[src/common/id_pkg.sv]
package id_pkg;

    ////////////////////////////////////////////////////////////
    // Sizes

    // IDs in the ring, one word of toggle bits
    localparam int NUM_IDS = 8;
    localparam int ID_W = 3;

    // In-flight count and window limit must reach NUM_IDS
    localparam int CNT_W = ID_W + 1;
    localparam int RETIRED_W = 16;

    typedef logic [ID_W-1:0] id_t;
    typedef logic [CNT_W-1:0] cnt_t;

    ////////////////////////////////////////////////////////////
    // Configuration map

    localparam int CFG_ADDR_W = 2;

    localparam logic [CFG_ADDR_W-1:0] CFG_ADDR_LIMIT = 2'd0;
    localparam logic [CFG_ADDR_W-1:0] CFG_ADDR_INFLIGHT = 2'd1;
    localparam logic [CFG_ADDR_W-1:0] CFG_ADDR_RETIRED = 2'd2;

    // Full window out of reset
    localparam cnt_t WINDOW_RESET = cnt_t'(NUM_IDS);

    ////////////////////////////////////////////////////////////
    // Bundles

    typedef struct packed {
        logic valid;
        id_t id;
        logic [31:0] pc;
        logic [31:0] instruction;
    } decode_packet_t;

    // ID of a return is whatever the fetch counter shows
    typedef struct packed {
        logic valid;
        logic [31:0] instruction;
    } fetch_return_t;

    typedef struct packed {
        logic write;
        logic [CFG_ADDR_W-1:0] addr;
        logic [31:0] wdata;
    } cfg_req_t;

endpackage

[src/id_manager/id_allocator.sv]
module id_allocator (
    input logic clk,
    input logic rst,

    input logic flush_i,

    // Fetch side
    input logic pc_id_assigned_i,
    input logic fetch_ret_valid_i,

    // Decode and retire events
    input logic decode_advance_i,
    input logic retire_i,
    input id_pkg::id_t retire_id_i,

    input id_pkg::cnt_t window_limit_i,

    output id_pkg::id_t pc_id_o,
    output logic pc_id_available_o,
    output id_pkg::id_t fetch_id_o,
    output id_pkg::id_t decode_id_o,
    output logic decode_valid_o,
    output id_pkg::cnt_t inflight_count_o
);

    id_pkg::id_t pc_id_q;
    id_pkg::id_t pc_id_next;
    id_pkg::id_t fetch_id_q;
    id_pkg::id_t rewind_id;

    // FIFO head
    id_pkg::id_t fifo_head;
    logic fifo_valid;

    logic decode_pop;
    logic fetch_push;

    // Assigned but not yet decoded
    id_pkg::cnt_t pre_decode_q;
    id_pkg::cnt_t pre_decode_next;
    // Decoded but not yet retired
    id_pkg::cnt_t inflight_q;

    logic decoded_bit;
    logic retired_bit;
    logic next_id_free;

    // Flush wins over decode and return in the same cycle
    assign decode_pop = decode_advance_i & ~flush_i;
    assign fetch_push = fetch_ret_valid_i & ~flush_i;

    ////////////////////////////////////////////////////////////
    // ID counters

    // Oldest undecoded ID, or nothing dropped when queue empty
    assign rewind_id = fifo_valid ? fifo_head : pc_id_q;
    assign pc_id_next = flush_i ? rewind_id : pc_id_q + id_pkg::id_t'(pc_id_assigned_i);

    always_ff @(posedge clk) begin
        if (rst) begin
            pc_id_q <= '0;
        end else begin
            pc_id_q <= pc_id_next;
        end
    end

    always_ff @(posedge clk) begin
        if (rst) begin
            fetch_id_q <= '0;
        end else if (flush_i) begin
            fetch_id_q <= rewind_id;
        end else begin
            fetch_id_q <= fetch_id_q + id_pkg::id_t'(fetch_ret_valid_i);
        end
    end

    ////////////////////////////////////////////////////////////
    // Fetched ID queue

    id_fifo i_fetch_fifo (
        .clk(clk),
        .rst(rst),
        .clear_i(flush_i),
        .push_i(fetch_push),
        .data_i(fetch_id_q),
        .pop_i(decode_pop),
        .data_o(fifo_head),
        .valid_o(fifo_valid)
    );

    ////////////////////////////////////////////////////////////
    // Free-ID tracking

    // Bits differ while an ID sits between decode and retire
    toggle_memory i_decode_toggle (
        .clk(clk),
        .rst(rst),
        .toggle_i(decode_pop),
        .toggle_id_i(fifo_head),
        .read_id_i(pc_id_next),
        .read_o(decoded_bit)
    );

    toggle_memory i_retire_toggle (
        .clk(clk),
        .rst(rst),
        .toggle_i(retire_i),
        .toggle_id_i(retire_id_i),
        .read_id_i(pc_id_next),
        .read_o(retired_bit)
    );

    // Undecoded IDs have equal bits, so a full ring wrap is caught by count
    assign pre_decode_next = flush_i ? '0
        : pre_decode_q + id_pkg::cnt_t'(pc_id_assigned_i) - id_pkg::cnt_t'(decode_pop);

    // Head being decoded now still reads as free
    assign next_id_free = (decoded_bit == retired_bit)
        && !(decode_pop && fifo_head == pc_id_next)
        && pre_decode_next != id_pkg::cnt_t'(id_pkg::NUM_IDS);

    always_ff @(posedge clk) begin
        if (rst) begin
            pre_decode_q <= '0;
            pc_id_available_o <= 1'b1;
        end else begin
            pre_decode_q <= pre_decode_next;
            pc_id_available_o <= next_id_free;
        end
    end

    ////////////////////////////////////////////////////////////
    // Window

    always_ff @(posedge clk) begin
        if (rst) begin
            inflight_q <= '0;
        end else begin
            inflight_q <= inflight_q + id_pkg::cnt_t'(decode_pop) - id_pkg::cnt_t'(retire_i);
        end
    end

    // Full window holds the ID in the queue
    assign decode_valid_o = fifo_valid && (inflight_q < window_limit_i);

    assign pc_id_o = pc_id_q;
    assign fetch_id_o = fetch_id_q;
    assign decode_id_o = fifo_head;
    assign inflight_count_o = inflight_q;

    ////////////////////////////////////////////////////////////
    // Checks

    assign_without_id: assert property (
        @(posedge clk) disable iff (rst) pc_id_assigned_i |-> pc_id_available_o
    ) else $error("PC ID assigned while none available");

    advance_without_valid: assert property (
        @(posedge clk) disable iff (rst) decode_advance_i |-> decode_valid_o
    ) else $error("Decode advanced without a valid ID");

endmodule

[src/id_manager/metadata_tables.sv]
module metadata_tables (
    input logic clk,

    // PC write at assignment
    input logic pc_we_i,
    input id_pkg::id_t pc_id_i,
    input logic [31:0] pc_i,

    // Instruction write at fetch return
    input logic instr_we_i,
    input id_pkg::id_t fetch_id_i,
    input logic [31:0] instruction_i,

    // Head of the fetched queue
    input id_pkg::id_t decode_id_i,
    input logic decode_valid_i,
    output id_pkg::decode_packet_t decode_o
);

    // Per-ID payload, written once per use of an ID
    logic [31:0] pc_table [id_pkg::NUM_IDS];
    logic [31:0] instr_table [id_pkg::NUM_IDS];

    ////////////////////////////////////////////////////////////
    // PC table

    always_ff @(posedge clk) begin
        if (pc_we_i) begin
            pc_table[pc_id_i] <= pc_i;
        end
    end

    ////////////////////////////////////////////////////////////
    // Instruction table

    // A return that races a flush lands here too, the ID is reused later
    always_ff @(posedge clk) begin
        if (instr_we_i) begin
            instr_table[fetch_id_i] <= instruction_i;
        end
    end

    ////////////////////////////////////////////////////////////
    // Decode read-out

    // Both words are in place by the time the ID leaves the queue
    always_comb begin
        decode_o.valid = decode_valid_i;
        decode_o.id = decode_id_i;
        decode_o.pc = pc_table[decode_id_i];
        decode_o.instruction = instr_table[decode_id_i];
    end

endmodule

[src/verilog/id_fifo.sv]
module id_fifo (
    input logic clk,
    input logic rst,

    // Drops every queued entry
    input logic clear_i,

    input logic push_i,
    input id_pkg::id_t data_i,

    input logic pop_i,
    output id_pkg::id_t data_o,
    output logic valid_o
);

    // Storage, one slot per ID so it never really fills
    id_pkg::id_t mem [id_pkg::NUM_IDS];

    // Pointers wrap on their own, NUM_IDS is a power of two
    id_pkg::id_t wr_ptr;
    id_pkg::id_t rd_ptr;
    id_pkg::cnt_t count;

    logic full;

    ////////////////////////////////////////////////////////////
    // Storage

    always_ff @(posedge clk) begin
        if (push_i) begin
            mem[wr_ptr] <= data_i;
        end
    end

    ////////////////////////////////////////////////////////////
    // Pointers and occupancy

    always_ff @(posedge clk) begin
        if (rst || clear_i) begin
            wr_ptr <= '0;
            rd_ptr <= '0;
            count <= '0;
        end else begin
            wr_ptr <= wr_ptr + id_pkg::id_t'(push_i);
            rd_ptr <= rd_ptr + id_pkg::id_t'(pop_i);
            // Push and pop together leave count as is
            count <= count + id_pkg::cnt_t'(push_i) - id_pkg::cnt_t'(pop_i);
        end
    end

    assign full = count == id_pkg::cnt_t'(id_pkg::NUM_IDS);

    // Head entry, registered path only
    assign valid_o = count != '0;
    assign data_o = mem[rd_ptr];

    ////////////////////////////////////////////////////////////
    // Checks

    pop_while_empty: assert property (
        @(posedge clk) disable iff (rst) pop_i |-> valid_o
    ) else $error("FIFO pop while empty");

    // Simultaneous pop frees a slot
    push_while_full: assert property (
        @(posedge clk) disable iff (rst) push_i |-> (!full || pop_i)
    ) else $error("FIFO push while full");

endmodule

[src/verilog/id_tracker_top.sv]
module id_tracker_top (
    input logic clk,
    input logic rst,

    input logic flush_i,

    // PC issue
    input logic [31:0] pc_i,
    input logic pc_id_assigned_i,
    output id_pkg::id_t pc_id_o,
    output logic pc_id_available_o,

    // Instruction return
    input id_pkg::fetch_return_t fetch_ret_i,
    output id_pkg::id_t fetch_id_o,

    // Decode
    output id_pkg::decode_packet_t decode_o,
    input logic decode_advance_i,

    // Retire
    input logic retire_i,
    input id_pkg::id_t retire_id_i,

    // Configuration port
    input logic cfg_req_i,
    input id_pkg::cfg_req_t cfg_i,
    output logic cfg_ack_o,
    output logic [31:0] cfg_rdata_o
);

    id_pkg::cnt_t window_limit;
    id_pkg::cnt_t inflight_count;
    id_pkg::id_t decode_id;
    logic decode_valid;

    ////////////////////////////////////////////////////////////
    // ID ring, queue and window

    id_allocator i_id_allocator (
        .clk(clk),
        .rst(rst),
        .flush_i(flush_i),
        .pc_id_assigned_i(pc_id_assigned_i),
        .fetch_ret_valid_i(fetch_ret_i.valid),
        .decode_advance_i(decode_advance_i),
        .retire_i(retire_i),
        .retire_id_i(retire_id_i),
        .window_limit_i(window_limit),
        .pc_id_o(pc_id_o),
        .pc_id_available_o(pc_id_available_o),
        .fetch_id_o(fetch_id_o),
        .decode_id_o(decode_id),
        .decode_valid_o(decode_valid),
        .inflight_count_o(inflight_count)
    );

    // PC and instruction words per ID
    metadata_tables i_metadata_tables (
        .clk(clk),
        .pc_we_i(pc_id_assigned_i),
        .pc_id_i(pc_id_o),
        .pc_i(pc_i),
        .instr_we_i(fetch_ret_i.valid),
        .fetch_id_i(fetch_id_o),
        .instruction_i(fetch_ret_i.instruction),
        .decode_id_i(decode_id),
        .decode_valid_i(decode_valid),
        .decode_o(decode_o)
    );

    // Limit register and status counters
    window_config i_window_config (
        .clk(clk),
        .rst(rst),
        .cfg_req_i(cfg_req_i),
        .cfg_i(cfg_i),
        .cfg_ack_o(cfg_ack_o),
        .cfg_rdata_o(cfg_rdata_o),
        .inflight_count_i(inflight_count),
        .retire_i(retire_i),
        .window_limit_o(window_limit)
    );

endmodule

[src/verilog/toggle_memory.sv]
module toggle_memory (
    input logic clk,
    input logic rst,

    // Event side
    input logic toggle_i,
    input id_pkg::id_t toggle_id_i,

    // Status lookup
    input id_pkg::id_t read_id_i,
    output logic read_o
);

    // One bit per ID
    logic [id_pkg::NUM_IDS-1:0] bits;

    ////////////////////////////////////////////////////////////
    // Flip on event

    // Every ID starts with an even event count
    always_ff @(posedge clk) begin
        if (rst) begin
            bits <= '0;
        end else if (toggle_i) begin
            bits[toggle_id_i] <= ~bits[toggle_id_i];
        end
    end

    ////////////////////////////////////////////////////////////
    // Read port

    // Combinational, so a flip in this cycle is not yet seen
    assign read_o = bits[read_id_i];

endmodule

[src/verilog/window_config.sv]
module window_config (
    input logic clk,
    input logic rst,

    // Four-phase slave
    input logic cfg_req_i,
    input id_pkg::cfg_req_t cfg_i,
    output logic cfg_ack_o,
    output logic [31:0] cfg_rdata_o,

    // Status inputs
    input id_pkg::cnt_t inflight_count_i,
    input logic retire_i,

    output id_pkg::cnt_t window_limit_o
);

    // Ack state also waits for req low
    typedef enum logic {
        CFG_IDLE,
        CFG_ACK
    } cfg_state_t;

    cfg_state_t state;
    logic access;
    logic [31:0] read_value;

    id_pkg::cnt_t limit_q;
    logic [id_pkg::RETIRED_W-1:0] retired_q;

    // New request seen only from idle
    assign access = (state == CFG_IDLE) && cfg_req_i;

    ////////////////////////////////////////////////////////////
    // Handshake and registers

    always_ff @(posedge clk) begin
        if (rst) begin
            state <= CFG_IDLE;
            limit_q <= id_pkg::WINDOW_RESET;
        end else begin
            case (state)
                CFG_IDLE: if (cfg_req_i) state <= CFG_ACK;
                CFG_ACK: if (!cfg_req_i) state <= CFG_IDLE;
                default: state <= CFG_IDLE;
            endcase
            // Only the limit is writable
            if (access && cfg_i.write && cfg_i.addr == id_pkg::CFG_ADDR_LIMIT) begin
                limit_q <= cfg_i.wdata[id_pkg::CNT_W-1:0];
            end
        end
    end

    // Total retire pulses, wraps
    always_ff @(posedge clk) begin
        if (rst) begin
            retired_q <= '0;
        end else if (retire_i) begin
            retired_q <= retired_q + 1'b1;
        end
    end

    ////////////////////////////////////////////////////////////
    // Read data

    always_comb begin
        case (cfg_i.addr)
            id_pkg::CFG_ADDR_LIMIT: read_value = 32'(limit_q);
            id_pkg::CFG_ADDR_INFLIGHT: read_value = 32'(inflight_count_i);
            id_pkg::CFG_ADDR_RETIRED: read_value = 32'(retired_q);
            default: read_value = '0;
        endcase
    end

    // Snapshot at access, held through ack
    always_ff @(posedge clk) begin
        if (access) begin
            cfg_rdata_o <= read_value;
        end
    end

    assign cfg_ack_o = (state == CFG_ACK);
    assign window_limit_o = limit_q;

    ////////////////////////////////////////////////////////////
    // Checks

    req_held_stable: assert property (
        @(posedge clk) disable iff (rst) (cfg_req_i && !cfg_ack_o) |=> $stable(cfg_i)
    ) else $error("Configuration request changed before ack");

    limit_in_range: assert property (
        @(posedge clk) disable iff (rst)
        (access && cfg_i.write && cfg_i.addr == id_pkg::CFG_ADDR_LIMIT)
        |-> (cfg_i.wdata >= 32'd1 && cfg_i.wdata <= 32'(id_pkg::NUM_IDS))
    ) else $error("Window limit out of range");

endmodule
[config.mk]
export PLATFORM = sky130hd
export DESIGN_NAME = id_tracker_top
export DESIGN_NICKNAME = d
export VERILOG_FILES = /design/src/common/id_pkg.sv /design/src/id_manager/id_allocator.sv /design/src/id_manager/metadata_tables.sv /design/src/verilog/id_fifo.sv /design/src/verilog/id_tracker_top.sv /design/src/verilog/toggle_memory.sv /design/src/verilog/window_config.sv
export SDC_FILE = /design/constraint.sdc
export NUM_CORES = 1
export LEC_CHECK = 0
export BUFFER_PORTS_ARGS = -buffer_cell sky130_fd_sc_hd__buf_2
export CAP_MARGIN = 30
export CORE_MARGIN = 5
export CORE_UTILIZATION = 45
export CTS_BUF_LIST = sky130_fd_sc_hd__clkbuf_4 sky130_fd_sc_hd__clkbuf_8
export DETAILED_ROUTE_END_ITERATION = 10
export HOLD_SLACK_MARGIN = 0.03
export PLACE_DENSITY = 0.74
export REMOVE_ABC_BUFFERS = 1
export SLEW_MARGIN = 20
export SYNTH_ARGS = -nofsm -noshare
export SYNTH_HDL_FRONTEND = slang
export SYNTH_SLANG_ARGS = --single-unit
[constraint.sdc]
create_clock -name clk -period 5.8 [get_ports clk]
set_clock_uncertainty 0.15 [all_clocks]
set_input_delay 0.87 -clock clk [delete_from_list [all_inputs] [get_ports clk]]
set_output_delay 0.87 -clock clk [all_outputs]
set_load 0.02 [all_outputs]
==> results.txt <==
Initial antenna violation count = 10
Cts bufs inserted = 96
GRT Overall Usage = 18.6%
M3 GR Usage = 4.07%
Final hold vios = 0
Area growth syn-to-layout = 14.4%
Asr flop ratio synth = 0%
Hold_sp = cfg_req_i
Worst Path Arrival = 4100 ps
Post-synth EDFFs = 552
HPWL Detailed = 31500 um
GRT Residual Overflow = 0
Post-route ant nets = 0
Busiest grt layer = met2
CP Launch Type = register
Row cnt = 86
Clock sinks = 614
Share of post-route cells with drive strength above 1 = 19.3%
Chip width = 245 um
Element type at the critical path end = output pin
Hold Path End = i_window_config.cfg_ack_o
Fillers = 4472
Post-Synthesis Cell Area = 24800 um^2
RSZ-0062 raised after global routing = false
Share of the synthesized area in the top cell type = 66.9%
Die H = 245 um
Max_slew headroom = 34.8%
Routed wire length = 56600 um
Post-synthesis cell type count = 52
Gpl congestion = 0.767
Starting Density = 45.2%
Residual DRC = 0
Hold-fix buffers, CTS = 0
Iteration-0 DRC Markers = 1165
Flops & latches, synth = 614
Area of the multi-input gates = 6550 um^2
Maximum VDD drop = 0.211 mV
Count leader, synth = edfxtp_1
Worst-Skew Late Latency = 680 ps
Cells after DPL = 2582
Number of global-route vias before repair = 15300
Tcrit/Tclk final = 88.2%
I/O pin count = 218
GR met2 Demand/Resource = 32.8%
Hold Crit Class = input port to register
Sequential share of the synthesized area = 71.9%
Max-cap viol count = 0
Primary FF master, synth = edfxtp_1
DR vias/cell = 5.43
CP required = 4780 ps
PwrDens = 335 nW/um^2
Crit path kind = register to output pin
R2r startpoint = i_id_allocator.i_fetch_fifo.rd_ptr[0]
Crit Path Max Fanout = 62
CTS resizes = 0
Clk buf depth = 3
DR pass1 iterations = 5
Fin crit period = 5120 ps
Area contributors post-synth = edfxtp_1 67%, mux2i_1 6.3%, dfxtp_1 5.0%, nand2_1 4.4%, a21oi_1 2.8%
Die ar. = 59800 um^2
First-pass GRT wire length = 87300 um
Number of I/O port buffers = 173
Final Net Count = 2111
Final Max Slew Viols = 0
Setup bufs post-CTS = 0
Largest net degree at the start of global routing = 63
R2R Setup Slk = 1730 ps
RR Endpoint = i_id_allocator.pc_id_available_o
Reg2Reg Depth = 8
List of most frequent post-synthesis cells = 552 x edfxtp_1, 290 x nand2_1, 156 x mux2i_1, 137 x a21oi_1, 85 x nor2_1
Flip-flop and latch area = 17800 um^2
Syn_area_per_cell = 14.0 um^2
Synth area leader = edfxtp_1
Ys Warns = 0
Total power = 9490 uW
Hold Path Depth = 2
Slew @ Worst Pin = 978 ps
CTS clk-pin slew, worst paths = 60 ps
CTS tree = done
Status = finished, final reports clean
Root Driver = clkbuf_8
Core area = 54800 um^2
Gate Count Post-Synth = 1769
M1 GR Usage = 23.4%
H-tree depth = 3
Finished Layout Cells = 2760
P_leak = 0.0101 uW
Via Count = 15000
Setup Viol. Count Final = 0
Routed len/inst = 20.5 um
Max frequency = 195 MHz
Aggregate negative setup slack = 0 ps
power by group:
group | internal, uW | switching [uW]
Clock | 1800 | 1620
Combinational | 330 | 702
Sequential | 4980 | 59.5
worst max-delay path by stage:
stage / from / end / slack (ps) / cells past startpoint
2_1_floorplan: i_id_allocator.i_fetch_fifo.rd_ptr[0] / decode_o[0] / -3630 / 6
5_1_grt: i_id_allocator.i_fetch_fifo.rd_ptr[0] / decode_o[46] / 450 / 8
3_5_place_dp: i_id_allocator.i_fetch_fifo.rd_ptr[0] / decode_o[46] / 1320 / 8
6_report: i_id_allocator.i_fetch_fifo.rd_ptr[0] / decode_o[46] / 680 / 8
3_3_place_gp: i_id_allocator.i_fetch_fifo.rd_ptr[0] / decode_o[46] / 1310 / 8
4_1_cts: i_id_allocator.i_fetch_fifo.rd_ptr[0] / decode_o[46] / 580 / 8
registers in the layout, summed over array words and instances, names as in the netlist:
register / count
i_id_allocator.inflight_count_o: 4
i_id_allocator.i_fetch_fifo.count: 4
i_id_allocator.i_fetch_fifo.mem: 24
i_id_allocator.i_fetch_fifo.wr_ptr: 3
i_id_allocator.pc_id_available_o: 1
i_id_allocator.pc_id_o: 3
i_id_allocator.pre_decode_q: 4
i_window_config.retired_q: 16
i_id_allocator.i_decode_toggle.bits: 8
i_id_allocator.i_fetch_fifo.rd_ptr: 3
i_window_config.cfg_ack_o: 1
i_window_config.cfg_rdata_o: 16
i_id_allocator.fetch_id_o: 3
i_window_config.window_limit_o: 4
i_id_allocator.i_retire_toggle.bits: 8
i_metadata_tables.pc_table: 256
i_metadata_tables.instr_table: 256
final cells by class:
| cell class | count | share of cell area [%] |
|---|---|---|
| Antenna cell | 7 | 0.0618 |
| Clock buffer | 128 | 5.53 |
| Clock inverter | 42 | 0.808 |
| Inverter | 26 | 0.375 |
| Multi-Input combinational cell | 1029 | 23.1 |
| Sequential cell | 614 | 62.9 |
| Tap cell | 704 | 3.11 |
| Timing Repair Buffer | 210 | 4.17 |
metrics by stage:
stage | util (%) | hold WS (ps) | instance area [um^2] | setup slack (ps)
after floorplan | - | 319 | 24300 | -3630
after global routing | 51.7 | 246 | 28300 | 451
after global placement | 48.4 | 345 | 26500 | 1310
after CTS | 51.7 | 200 | 28300 | 581
final | 51.8 | 269 | 28300 | 683
after detailed placement | 48.4 | 362 | 26500 | 1320
placed cells by master, fill, tap and decap left out, types with 4 or more instances in the layout:
cell type  instances
xnor2_1           15
edfxtp_1         552
nor3_1            11
a21oi_1          137
and2_1            19
clkinv_1          25
xor2_1            16
nand2b_1          18
a21o_1             4
ha_1              21
a22oi_1            9
nor3_2             4
o211ai_1          13
nor2_4            13
buf_4             34
clkbuf_8          97
mux4_1             4
nor2b_1            7
nand2_1          289
clkinv_2          12
nor2_1            69
mux2i_1          154
dfxtp_1           62
o221ai_1          63
conb_1            16
nand4_1            6
o21ai_0           76
nor4_1             4
clkbuf_4          31
mux4_2             4
buf_2            173
diode_2            7
inv_1             23
nand3_1           17
worst max-delay path, stage by stage, from the launching register on:
cell and delay [ps]:
dfxtp_1 650, mux4_1 690, mux2i_4 250, inv_8 190
nor2_4 530, buf_4 380, a21oi_1 110, o221ai_1 340
buf_2 250
per-layer routing:
layer,vias to the layer above,wire length (um)
li1,6991,-
met1,7468,23100
met2,455,29100
met3,75,3490
met4,4,983
met5,-,21
logic make-up after synthesis:
| family | after synthesis | share of synthesized area, % |
|---|---|---|
| flip-flops | 614 | 71.9 |
| AND/OR/NAND/NOR | 478 | 8.23 |
| AO/OA/AOI/OAI | 313 | 7.67 |
| multiplexers | 167 | 7.27 |
| buffers and inverters | 141 | 2.50 |
| XOR/XNOR | 31 | 1.10 |
| adder cells (fa/ha/maj) | 24 | 1.30 |
| other | 1 | 0.0151 |
Note: power is estimated with default switching activity, not from simulation.
